**src/design/ball_settings.svh**
```systemverilog
`ifndef BALL_SETTINGS_SVH
`define BALL_SETTINGS_SVH

// visible screen area in pixels
`define BALL_SCREEN_W 640
`define BALL_SCREEN_H 480

// square ball, edge length in pixels
`define BALL_SIZE 4

// start position, ball centred on screen
`define BALL_X_INIT 316
`define BALL_Y_INIT 236
`define BALL_VEL_INIT 2

// apb data bus
`define BALL_APB_DW 32

// register map
`define BALL_REG_CTRL 8'h00
`define BALL_REG_VEL_X 8'h04
`define BALL_REG_VEL_Y 8'h08
`define BALL_REG_POS 8'h0C
`define BALL_REG_BOUNCE 8'h10

`endif

```
**src/design/ball_pkg.sv**
```systemverilog
`include "ball_settings.svh"

package ball_pkg;

	// screen coordinate, unsigned
	typedef logic [9:0] coord_t;

	// two's complement step per frame
	typedef logic signed [9:0] vel_t;

	typedef logic [15:0] bounce_cnt_t;

	typedef struct packed {
		logic [7:0]             paddr;
		logic                   psel;
		logic                   penable;
		logic                   pwrite;
		logic [`BALL_APB_DW-1:0] pwdata;
	} apb_req_t;

	// register block to motion engine
	typedef struct packed {
		logic run;
		logic restart;
		vel_t vel_x;
		vel_t vel_y;
	} ctrl_t;

	// one computed frame
	typedef struct packed {
		coord_t x;
		coord_t y;
		logic   hit_x;
		logic   hit_y;
	} motion_t;

	// bounding box, inclusive corners
	typedef struct packed {
		coord_t left;
		coord_t top;
		coord_t right;
		coord_t bottom;
	} sprite_t;

endpackage

```
**src/design/ball_apb_regs.sv**
```systemverilog
`timescale 1ns/1ps
`include "ball_settings.svh"

module ball_apb_regs (
	input  logic                    vsync,
	input  logic                    reset,
	input  ball_pkg::apb_req_t      apb,
	input  ball_pkg::sprite_t       sprite,
	input  ball_pkg::bounce_cnt_t   bounces,
	output logic [`BALL_APB_DW-1:0] prdata,
	output logic                    pready,
	output ball_pkg::ctrl_t         ctrl
);

	localparam ball_pkg::vel_t VEL_INIT = ball_pkg::vel_t'(`BALL_VEL_INIT);
	localparam int VW = $bits(ball_pkg::vel_t);
	localparam int CW = $bits(ball_pkg::coord_t);

	logic           wr_en;
	logic           run;
	logic           restart;
	ball_pkg::vel_t vel_x;
	ball_pkg::vel_t vel_y;

	function automatic logic [`BALL_APB_DW-1:0] sext_vel(input ball_pkg::vel_t v);
		logic [`BALL_APB_DW-1:0] r;
		r = {{(`BALL_APB_DW - VW){v[VW-1]}}, v};
		return r;
	endfunction

	// slave never stalls
	assign pready = 1'b1;

	// write lands on the edge that closes the access phase
	assign wr_en = apb.psel && apb.penable && apb.pwrite;

	always_ff @(posedge vsync or posedge reset) begin
		if (reset) begin
			run   <= 1'b0;
			vel_x <= VEL_INIT;
			vel_y <= VEL_INIT;
		end else if (wr_en) begin
			case (apb.paddr)
				`BALL_REG_CTRL: begin
					run <= apb.pwdata[0];
				end
				`BALL_REG_VEL_X: begin
					vel_x <= ball_pkg::vel_t'(apb.pwdata[VW-1:0]);
				end
				`BALL_REG_VEL_Y: begin
					vel_y <= ball_pkg::vel_t'(apb.pwdata[VW-1:0]);
				end
				default: begin
				end
			endcase
		end
	end

	// bit 1 of ctrl is write-one, becomes a single cycle pulse
	always_ff @(posedge vsync or posedge reset) begin
		if (reset) begin
			restart <= 1'b0;
		end else begin
			restart <= wr_en && (apb.paddr == `BALL_REG_CTRL) && apb.pwdata[1];
		end
	end

	assign ctrl.run     = run;
	assign ctrl.restart = restart;
	assign ctrl.vel_x   = vel_x;
	assign ctrl.vel_y   = vel_y;

	// read data valid during setup and access
	always_comb begin
		prdata = '0;
		if (apb.psel && !apb.pwrite) begin
			case (apb.paddr)
				`BALL_REG_CTRL:   prdata[0] = run;
				`BALL_REG_VEL_X:  prdata = sext_vel(vel_x);
				`BALL_REG_VEL_Y:  prdata = sext_vel(vel_y);
				`BALL_REG_POS: begin
					prdata[CW-1:0]     = sprite.left;
					prdata[16+CW-1:16] = sprite.top;
				end
				`BALL_REG_BOUNCE: prdata[$bits(bounces)-1:0] = bounces;
				default:          prdata = '0;
			endcase
		end
	end

endmodule

```
**src/design/ball_motion.sv**
```systemverilog
`timescale 1ns/1ps
`include "ball_settings.svh"

module ball_motion (
	input  logic              vsync,
	input  logic              reset,
	input  ball_pkg::ctrl_t   ctrl,
	output ball_pkg::motion_t motion
);

	typedef enum logic {
		ST_IDLE,
		ST_MOVING
	} motion_state_t;

	localparam ball_pkg::coord_t X_INIT = ball_pkg::coord_t'(`BALL_X_INIT);
	localparam ball_pkg::coord_t Y_INIT = ball_pkg::coord_t'(`BALL_Y_INIT);
	localparam ball_pkg::vel_t VEL_INIT = ball_pkg::vel_t'(`BALL_VEL_INIT);

	// reflection limits, low edge is shared by both axes
	localparam ball_pkg::coord_t EDGE_LO = ball_pkg::coord_t'(`BALL_SIZE);
	localparam ball_pkg::coord_t X_HI = ball_pkg::coord_t'(`BALL_SCREEN_W - `BALL_SIZE);
	localparam ball_pkg::coord_t Y_HI = ball_pkg::coord_t'(`BALL_SCREEN_H - `BALL_SIZE);

	motion_state_t    state;
	ball_pkg::vel_t   vel_x;
	ball_pkg::vel_t   vel_y;
	ball_pkg::coord_t x_step;
	ball_pkg::coord_t y_step;
	logic             bounce_x;
	logic             bounce_y;

	// run selects the state directly so the step lands on this edge
	assign state = ctrl.run ? ST_MOVING : ST_IDLE;

	// add velocity, wraps at 10 bits
	assign x_step = motion.x + ball_pkg::coord_t'(vel_x);
	assign y_step = motion.y + ball_pkg::coord_t'(vel_y);

	// a wrapped negative step lands above the high limit and reflects too
	assign bounce_x = (x_step <= EDGE_LO) || (x_step >= X_HI);
	assign bounce_y = (y_step <= EDGE_LO) || (y_step >= Y_HI);

	always_ff @(posedge vsync or posedge reset) begin
		if (reset) begin
			motion.x     <= X_INIT;
			motion.y     <= Y_INIT;
			motion.hit_x <= 1'b0;
			motion.hit_y <= 1'b0;
			vel_x        <= VEL_INIT;
			vel_y        <= VEL_INIT;
		end else if (ctrl.restart) begin
			motion.x     <= X_INIT;
			motion.y     <= Y_INIT;
			motion.hit_x <= 1'b0;
			motion.hit_y <= 1'b0;
			vel_x        <= ctrl.vel_x;
			vel_y        <= ctrl.vel_y;
		end else if (state == ST_MOVING) begin
			motion.x     <= x_step;
			motion.y     <= y_step;
			motion.hit_x <= bounce_x;
			motion.hit_y <= bounce_y;
			if (bounce_x) begin
				vel_x <= -vel_x;
			end
			if (bounce_y) begin
				vel_y <= -vel_y;
			end
		end else begin
			// paused, position and velocity hold
			motion.hit_x <= 1'b0;
			motion.hit_y <= 1'b0;
		end
	end

endmodule

```
**src/design/ball_sprite_out.sv**
```systemverilog
`timescale 1ns/1ps
`include "ball_settings.svh"

module ball_sprite_out (
	input  logic                  vsync,
	input  logic                  reset,
	input  logic                  restart,
	input  ball_pkg::motion_t     motion,
	output ball_pkg::sprite_t     sprite,
	output ball_pkg::bounce_cnt_t bounces
);

	localparam ball_pkg::coord_t X_INIT = ball_pkg::coord_t'(`BALL_X_INIT);
	localparam ball_pkg::coord_t Y_INIT = ball_pkg::coord_t'(`BALL_Y_INIT);
	localparam ball_pkg::coord_t SPAN = ball_pkg::coord_t'(`BALL_SIZE - 1);
	localparam int BW = $bits(ball_pkg::bounce_cnt_t);

	// one extra bit catches the overflow
	logic [BW:0] bounce_sum;

	assign bounce_sum = {1'b0, bounces} + BW'(motion.hit_x) + BW'(motion.hit_y);

	// box for the pixel-rate renderer, inclusive corners
	always_ff @(posedge vsync or posedge reset) begin
		if (reset) begin
			sprite.left   <= X_INIT;
			sprite.top    <= Y_INIT;
			sprite.right  <= X_INIT + SPAN;
			sprite.bottom <= Y_INIT + SPAN;
		end else begin
			sprite.left   <= motion.x;
			sprite.top    <= motion.y;
			sprite.right  <= motion.x + SPAN;
			sprite.bottom <= motion.y + SPAN;
		end
	end

	// saturating bounce count, both axes may hit in one frame
	always_ff @(posedge vsync or posedge reset) begin
		if (reset) begin
			bounces <= '0;
		end else if (restart) begin
			bounces <= '0;
		end else if (bounce_sum[BW]) begin
			bounces <= '1;
		end else begin
			bounces <= bounce_sum[BW-1:0];
		end
	end

endmodule

```
**src/design/ball_top.sv**
```systemverilog
`timescale 1ns/1ps
`include "ball_settings.svh"

module ball_top (
	input  logic                    vsync,
	input  logic                    reset,
	input  ball_pkg::apb_req_t      apb,
	output logic [`BALL_APB_DW-1:0] prdata,
	output logic                    pready,
	output ball_pkg::sprite_t       sprite,
	output ball_pkg::bounce_cnt_t   bounces
);

	ball_pkg::ctrl_t   ctrl;
	ball_pkg::motion_t motion;

	// registers, status comes back from the output stage
	ball_apb_regs ball_apb_regs_i (
		.vsync   (vsync),
		.reset   (reset),
		.apb     (apb),
		.sprite  (sprite),
		.bounces (bounces),
		.prdata  (prdata),
		.pready  (pready),
		.ctrl    (ctrl)
	);

	// one step per frame
	ball_motion ball_motion_i (
		.vsync  (vsync),
		.reset  (reset),
		.ctrl   (ctrl),
		.motion (motion)
	);

	// sprite box lags motion by one frame
	ball_sprite_out ball_sprite_out_i (
		.vsync   (vsync),
		.reset   (reset),
		.restart (ctrl.restart),
		.motion  (motion),
		.sprite  (sprite),
		.bounces (bounces)
	);

endmodule

```
**config.mk**
```make
export PLATFORM = sky130hd
export DESIGN_NAME = ball_top
export DESIGN_NICKNAME = d
export VERILOG_FILES = /design/src/design/ball_pkg.sv /design/src/design/ball_apb_regs.sv /design/src/design/ball_motion.sv /design/src/design/ball_sprite_out.sv /design/src/design/ball_top.sv
export VERILOG_INCLUDE_DIRS = /design/src /design/src/design
export SDC_FILE = /design/constraint.sdc
export NUM_CORES = 1
export LEC_CHECK = 0
export BUFFER_PORTS_ARGS = -buffer_cell sky130_fd_sc_hd__buf_2
export CORE_MARGIN = 2
export CORE_UTILIZATION = 60
export DETAILED_ROUTE_END_ITERATION = 8
export GPL_TIMING_DRIVEN = 0
export PLACE_DENSITY = 0.86
export RECOVER_POWER = 50
export SLEW_MARGIN = 20
export SYNTH_ARGS = -nofsm -noshare
export SYNTH_HDL_FRONTEND = slang
export SYNTH_SLANG_ARGS = --single-unit
export TNS_END_PERCENT = 5
```
**constraint.sdc**
```tcl
create_clock -name vsync -period 9.95 [get_ports vsync]
set_input_delay 1.4925 -clock vsync [delete_from_list [all_inputs] [get_ports vsync]]
set_output_delay 1.4925 -clock vsync [all_outputs]
set_load 0.02 [all_outputs]
```
**Word level (Yosys, flattened, before mapping)**

Index checks and enable logic that the tools add are counted.

- Register bits after elaboration: 120
- Input port bits: 45
- Output and inout port bits: 89
- Word-level logic and storage cells: 66

- Add/subtract/negate cells: 8
- $lt $le $gt $ge: 4
- Eq/ne operators: 4
- Muxes and demuxes: 18
- Reduce and logical (&&, ||, !) cells: 17

Operator list:

| kind | number |
|---|---|
| $mux W10 | 6 |
| $pmux W9 S4 | 1 |
| $mux W16 | 2 |
| $mux W32 | 1 |
| $pmux W10 S3 | 1 |
| $mux W22 | 1 |
| $add A10 B10 Y10 | 2 |
| $add A10 B2 Y10 const B | 2 |
| $le A10 B3 Y1 const B | 2 |
| $mux W20 | 1 |
| $neg A10 Y10 | 2 |
| $pmux W6 S3 | 1 |
| $add A16 B1 Y17 | 1 |
| $add A17 B1 Y17 | 1 |
| $eq A8 B4 Y1 const B | 2 |
| $pmux W6 S2 | 1 |
| $ge A10 B10 Y1 const B | 1 |
| $ge A10 B9 Y1 const B | 1 |
| $reduce_and A2 Y1 | 5 |
| $eq A8 B3 Y1 const B | 1 |
| $eq A8 B5 Y1 const B | 1 |
| $logic_not A8 Y1 | 1 |
| $reduce_bool A2 Y1 | 3 |
| $logic_and A1 B1 Y1 | 5 |
| other kinds (5) | 6 |

**Logic depth before layout (Yosys ltp)**

Gate-level depths: netlist of the first run.

- Word-level depth: 6
- Depth in mapped cells: 12
- Gate-level depth less buffers: 11

**Hierarchy**

From an unflattened synthesis of the first run, not the netlist that was laid out.

- Cells, all modules: 730
- Area total of the unflattened synthesis: 7,133.1 sq um

By module, submodules not included:

| module | times used | cells each | area each (sq um) |
|---|---|---|---|
| ball_motion | 1 | 386 | 3,324.4 |
| ball_sprite_out | 1 | 177 | 2,213.4 |
| ball_apb_regs | 1 | 167 | 1,595.3 |

**Least setup slack after synthesis of the first run**

Ideal clock, no wire load.

- Path type: input -> output
- Start: in apb[35] (netlist bit)
- End: out prdata[4]
- Arrival: 3.574 ns
- Data required time: 8.457 ns
- Setup slack: 4.884 ns
- Stages: 6
- Path buffers: 1
- Path through: or4_1 nor3_1 clkbuf_1 nand3b_1 a21boi_1 nor4_1

- Longest elaborated chain between the ends: 3
- Elaborated cells between the ends (all ways): 6
- Classes of those cells: eq/ne: 4; mux: 2

Ends and longest elaborated chain:

| element | line | text |
|---|---|---|
| start, declared | ball_top.sv:7 | `input ball_pkg::apb_req_t apb,` |
| $eq A8 B5 Y1, or another cell as far along | ball_apb_regs.sv:77 | `case (apb.paddr)` |
| $pmux W9 S4 * | ball_apb_regs.sv:77 |  |
| $mux W32 * | ball_apb_regs.sv:76 | `if (apb.psel && !apb.pwrite) begin` |
| end, declared | ball_top.sv:8 | `` output logic [`BALL_APB_DW-1:0] prdata, `` |

Every way passes the cells marked *; elsewhere a longest branch is shown, timed or not.

==> impl_metrics.ini, run 1 <==
[timing]
fin_skew_ns = 0.008607
min_period_ns = 5.444
finalSetupViolCount = 0
tns_ns = 0
tightest_slew_ns = 3.010
finalCritPeriodShare = 0.5471
timing.slew.headroom = -1.007
hold_viol_final = 0
setup_ws_ns = 4.506
fmax_mhz = 183.7
slew_violations = 123
rsz0062_at_grt = no

[routing]
wirelength_mm = 19.04
avgRoutedWirePerCell_um = 20.25
drc_errors = 0
final_antenna_net_count = 0
first_pass_iters = 8
vias = 6011
first_iter_violations = 756
vias_per_cell = 6.395

[cts]
holdBufCountCts = 0
cts_made_buffers = 17
cts_tree = done
htree_levels = 4
clk_latency_ns = 0.53
root_buffer = clkbuf_8
path_clk_slew_ns = 0.06
cts.repair.resized = 0
post_cts_buffers = 0
clock-sinks = 120
clk_path_buf_depth = 2

[grt]
track_usage = 0.3281
grt_max_degree = 67
grt_overflow = 0
antenna_found_initial = 0
grt_first_pass_wirelength_mm = 29.54
grt_pass1_vias = 5736

[setup_path]
r2r_slack_ns = 6.44
critPathSlowestCell = clkbuf_1
worstPathRequired_ns = 9.92
cp-start-kind = primary input
reg2reg_to = ball_motion_i.vel_x[3]
reg2regPathDepth = 12
crit_path_max_fanout = 66
r2r-start = ball_motion_i.motion[12]
crit_path_cell_trace = buf_2, clkinvlp_2, clkbuf_1
criticalPathCategory = primary input to asynchronous set/reset pin
crit_arrival_ns = 5.42
worst_setup_path_end_kind = asynchronous set/reset pin
timing.critical_path.slowest_cell_delay_ns = 2.22

[yosys]
synth_simple_gate_area_frac = 0.1691
synth_edf_count = 0
synth-main-ff-cell = dfrtp_1
synth_fp_nets = 730
yosysTopAreaCell = dfrtp_1
ys_seq_area_frac = 0.4549
yosysWarnings = 0
synth_compound_area_frac = 0.1692
synth-seq-cells = 120
ys_types = 71
synthAdderAreaFrac = 0.05188
syn_area_um2 = 6705
yosysTopAreaCellShare = 0.3060
synth_xor_area_frac = 0.06027
avgSynthCellArea_um2 = 10.17
synth_top_family_by_area = compound AO/OA/AOI/OAI gates
synth_cells = 659
synthArstFlopShare = 1.000
synth_area_leaders = dfrtp_1 (31%), dfstp_2 (15%), ha_1 (4.3%)
synthMuxAreaShare = 0.05057

[floorplan]
num_rows = 38
dieArea_um2 = 12040
core_um2 = 10890
io_pins = 134
die_h_um = 109.7
start_util = 0.6158
fp.dieW_um = 109.7

[worst_hold_path]
hp-class = register to register
worstHoldStart = ball_motion_i.motion[7]
min_to = ball_sprite_out_i.sprite[25]
hold_depth = 0

[final_layout]
nNetsFinal = 858
fillers = 704
layout_common_cells = buf_2 (113), dfrtp_1 (82), nor2_1 (64)
synthToLayoutAreaGrowth_pct = 20.08
layout_commonest_cell = buf_2
stdcell_count = 940
antenna-diode-count = 0
drive_gt1_frac = 0.2913

[power]
ir_worst_vdd_v = 0.0001072
cellPowerDensity_nw_per_um2 = 170.7
p_leak_nw = 3.953

[place]
dp_slack_ns = 4.576
portBuffers = 108
dpl.cell_count = 908
place.gp.congestion = 0.9333
dp.final_hpwl_mm = 13.31

[status]
violations = max-capacitance violations, max-slew violations
status = complete, but fails checks

[flow_run]
cap_violations = 2
report_power, final:
part           internal [W]  switching (W)
Combinational     0.0000561      0.0000981
Sequential         0.000532      0.0000364
Clock              0.000417       0.000236
Total               0.00100       0.000370
registers in the layout, indices dropped and copies added (netlist names):
register	cells
ball_sprite_out_i.bounces	16
ball_apb_regs_i.vel_x	10
ball_apb_regs_i.restart	1
ball_apb_regs_i.vel_y	10
ball_apb_regs_i.run	1
ball_motion_i.motion	22
ball_motion_i.vel_x	10
ball_sprite_out_i.sprite	40
ball_motion_i.vel_y	10
layout make-up:
class                   instances  area, um2  share of cell area
clock inverters                13      193.9             0.02409
inverters                      31      117.6             0.01461
repair buffers                109      544.3             0.06760
flip-flops and latches        120       3050              0.3789
plain buffers                  37      175.2             0.02176
multi-input cells             471       3363              0.4177
well taps                     140      175.2             0.02176
clock buffers                  19      431.7             0.05361
routing by layer:
metal	wire length, um	vias to the layer above	global-route usage
li1	-	2670	-
met1	7578	2949	0.4216
met2	9294	344	0.5392
met3	1708	48	0.08358
met4	456	0	0.1193
met5	0	-	0
cell families (layout without fill, tap and decap cells):
| kind of cell | count (synthesis) | count (layout) |
|---|---|---|
| AOI/OAI and AO/OA | 155 | 155 |
| xor gates and xnor gates | 44 | 44 |
| adders and majority gates | 26 | 26 |
| buffers and inverters | 68 | 209 |
| DFF | 120 | 120 |
| muxes | 30 | 30 |
| other | 1 | 1 |
| and+or+nand+nor | 215 | 215 |
worst max-delay path, delay by kind of cell:
kind	cells	cell delay, ns
buf+inv	3	3.86
worst max path at each step:
stage                       start                       end  slack (ns)  cells after the start
final                       reset  ball_motion_i.motion[18]        4.51                      3
after CTS                 apb[35]                 prdata[4]        4.57                      8
after detailed placement  apb[35]                 prdata[4]        4.58                      8
after global placement      reset    ball_motion_i.vel_x[8]        4.16                      2
after global routing        reset    ball_motion_i.vel_x[6]        3.62                      3
after floorplan           apb[35]                 prdata[4]        4.88                      6
stage by stage:
| step | hold slack (ns) | utilization | total power (W) | area (um2) |
|---|---|---|---|---|
| floorplan | 0.3793 | - | 0.0006694 | 6705 |
| global placement | 0.4024 | 0.6816 | 0.0007187 | 7421 |
| detailed placement | 0.4030 | 0.6846 | 0.0007293 | 7453 |
| CTS | 0.4114 | 0.7420 | 0.001376 | 8079 |
| global route | 0.4668 | 0.7395 | 0.001411 | 8051 |
| finish | 0.4596 | 0.7395 | 0.001375 | 8051 |
cells in the mapped netlist, drive strengths merged (8+ instances only):
cell type  count
o21ai         23
ha            23
dfstp         38
nor3          32
xor2          23
inv           29
mux2          21
clkbuf        18
and3          13
nand4         11
buf           19
nor2          64
or2            9
dfrtp         82
nand3         17
a21oi         47
mux2i          8
or3           14
xnor2         21
nand2         29
nor2b          8
Power figures use the tool's default switching activity.
==> run 2: changes to the inputs <==
Settings changed: ABC_AREA set to 1, CORE_UTILIZATION 60 to 51, PLACE_DENSITY 0.86 to 0.77.
Clock period 9.95 ns to 4.5 ns, I/O delays scaled along.
==> run 2 against run 1 <==
The flow still finishes with violations (max-capacitance violations, max-slew violations); register-to-register slack got worse by 4.5 ns; critical path depth grew 7; sequential power increased by 130%; global-route usage is 7.2 points lower; die area increased by 23%; cell count up 31%; first-iteration DRC count fell by 30%; critical path type is now primary input to output pin; largest cell class unchanged; largest power group unchanged.
==> impl_metrics.ini, run 2 <==
[timing]
slew_violations = 76
finalSetupViolCount = 0
fin_skew_ns = 0.006043
setup_ws_ns = 1.460
fmax_mhz = 328.9
finalCritPeriodShare = 0.6756
tightest_slew_ns = 3.280
min_period_ns = 3.040
tns_ns = 0
hold_viol_final = 0
rsz0062_at_grt = no
timing.slew.headroom = -1.199
whs_ns = 0.4083

[yosys]
synth_area_leaders = dfrtp_1 (29%), dfstp_2 (14%), nand2_1 (10%)
yosysTopAreaCellShare = 0.2900
synth-seq-cells = 120
yosysWarnings = 0
synth_edf_count = 0
yosysTopAreaCell = dfrtp_1
ys_seq_area_frac = 0.4311
synth-main-ff-cell = dfrtp_1
synth.most_common_cell = nand2_1
synth_cells = 904
avgSynthCellArea_um2 = 7.827
syn_area_um2 = 7076
yosys-top-cells-count = nand2_1 (197), inv_1 (153), dfrtp_1 (82), nand3_1 (71), nor2_1 (69)
synth_fp_nets = 975
ys_types = 45
synthArstFlopShare = 1.000

[power]
cellPowerDensity_nw_per_um2 = 370.5
p_leak_nw = 4.456
ir_worst_vdd_v = 0.0002172

[worst_hold_path]
hp-class = register to register

[setup_path]
criticalPathCategory = primary input to output pin
worst-path-stages = 10
crit_arrival_ns = 2.37
crit_end = prdata[22]
worst_setup_path_end_kind = output pin
timing.critical_path.slowest_cell_delay_ns = 0.38
worstPathRequired_ns = 3.83
r2r-start = ball_sprite_out_i.bounces[0]
r2r_slack_ns = 1.98
crit_path_cell_trace = buf_2, nor2_1, nand2_1, nor3_2, nand2_1, nand2_1, buf_4, a21oi_1, nor2_1, buf_2
crit_path_max_fanout = 10
cp_common_cell = nand2_1
cp.buffers_inverters = 3
critPathSlowestCell = nand2_1
reg2reg_to = ball_sprite_out_i.bounces[9]
reg2regPathDepth = 12
worstSetupStartpoint = apb[36]
cp-start-kind = primary input
critPathTopFamily = simple AND/OR/NAND/NOR gates

[status]
violations = max-capacitance violations, max-slew violations
status = complete, but fails checks

[floorplan]
dieArea_um2 = 14830
fp.dieW_um = 121.8
num_rows = 43
start_util = 0.5157
core_um2 = 13720
die_h_um = 121.8
io_pins = 134

[place]
portBuffers = 110
dp.final_hpwl_mm = 13.72
dp_slack_ns = 1.462
place.gp.congestion = 0.9288

[cts]
cts_tree = done
clk_latency_ns = 0.43
cts.repair.resized = 0
holdBufCountCts = 0
path_clk_slew_ns = 0.06
clk_path_buf_depth = 2
root_buffer = clkbuf_16
htree_levels = 4
clock-sinks = 120
post_cts_buffers = 0
cts_made_buffers = 17

[routing]
final_antenna_net_count = 0
wirelength_mm = 18.29
avgRoutedWirePerCell_um = 14.91
first_iter_violations = 528
first_pass_iters = 5
drc_errors = 0
vias = 6384
vias_per_cell = 5.203

[grt]
grt_pass1_vias = 5881
antenna_found_initial = 0
grt_max_degree = 77
grt_first_pass_wirelength_mm = 28.95
track_usage = 0.2565
grt_overflow = 0

[final_layout]
nNetsFinal = 1105
layout_commonest_cell = nand2_1
largest_reg_flops = 40
layout_common_cells = nand2_1 (197), inv_1 (152), buf_2 (111)
synthToLayoutAreaGrowth_pct = 19.82
drive_gt1_frac = 0.2101
largest_registers = ball_sprite_out_i.sprite (40), ball_motion_i.motion (22), ball_sprite_out_i.bounces (16)
antenna-diode-count = 0
largest-register = ball_sprite_out_i.sprite

[flow_run]
cap_violations = 1
==> run 2: cell types whose count changed in the layout (fill, tap and decap cells not counted), sizes merged, moves of 13 or more <==
cell	change
a21oi	-15
and3	-13
inv	+126
mux2	-21
nand2	+180
nand3	+62
nor3	-18
o21ai	+44
or3	-14
xnor2	-13
xor2	+14
==> run 2: area by class of cell <==
class | instances | area, um2
fillers | 1211 | 5241
inverters | 157 | 590.6
flip-flops and latches | 120 | 3050
repair buffers | 111 | 568.0
clock inverters | 13 | 145.1
plain buffers | 30 | 157.7
well taps | 180 | 225.2
multi-input cells | 597 | 3277
clock buffers | 19 | 464.2
==> run 2: worst min-delay path by stage <==
stage | cells after the start | from | end
3_5_place_dp | 0 | ball_motion_i.motion[9] | ball_sprite_out_i.sprite[27]
4_1_cts | 2 | reset | ball_sprite_out_i.bounces[12]
5_1_grt | 0 | ball_motion_i.motion[12] | ball_sprite_out_i.sprite[30]
3_3_place_gp | 0 | ball_motion_i.motion[7] | ball_sprite_out_i.sprite[25]
6_report | 0 | ball_motion_i.motion[12] | ball_sprite_out_i.sprite[30]
2_1_floorplan | 0 | ball_motion_i.motion[7] | ball_sprite_out_i.sprite[25]
==> run 2: metal layers <==
layer | vias up | track usage | routed length (um)
met5 | - | 0 | 0
met2 | 207 | 0.4263 | 8929
li1 | 3137 | - | -
met1 | 2995 | 0.3234 | 7595
met3 | 45 | 0.04682 | 1076
met4 | 0 | 0.1243 | 692
==> run 2: cell families (layout without fill, tap and decap cells) <==
| kind of cell | count (synthesis) | in the layout | synth area share |
|---|---|---|---|
| other cells | 1 | 1 | 0.0005300 |
| fa+ha+maj | 26 | 26 | 0.04916 |
| xor+xnor | 45 | 45 | 0.05676 |
| buf+inv | 187 | 330 | 0.1057 |
| simple gates | 393 | 393 | 0.2518 |
| flops | 120 | 120 | 0.4311 |
| compound gates | 132 | 132 | 0.1049 |
==> run 2: report_power, final <==
part	internal (W)	leakage, nW	switching (W)
Sequential	0.00122	1.54	0.0000794
Combinational	0.000155	2.63	0.000315
Clock	0.000864	0.291	0.000513
Total	0.00223	4.46	0.000907
==> run 2: metrics by stage <==
stage	power (W)	util	cell area, um2	std cells
floorplan	0.001632	-	7076	904
global placement	0.001778	0.5723	7851	1194
detailed placement	0.001789	0.5746	7884	1195
CTS	0.003167	0.6191	8493	1227
global route	0.003265	0.6180	8478	1227
finish	0.003141	0.6180	8478	1227
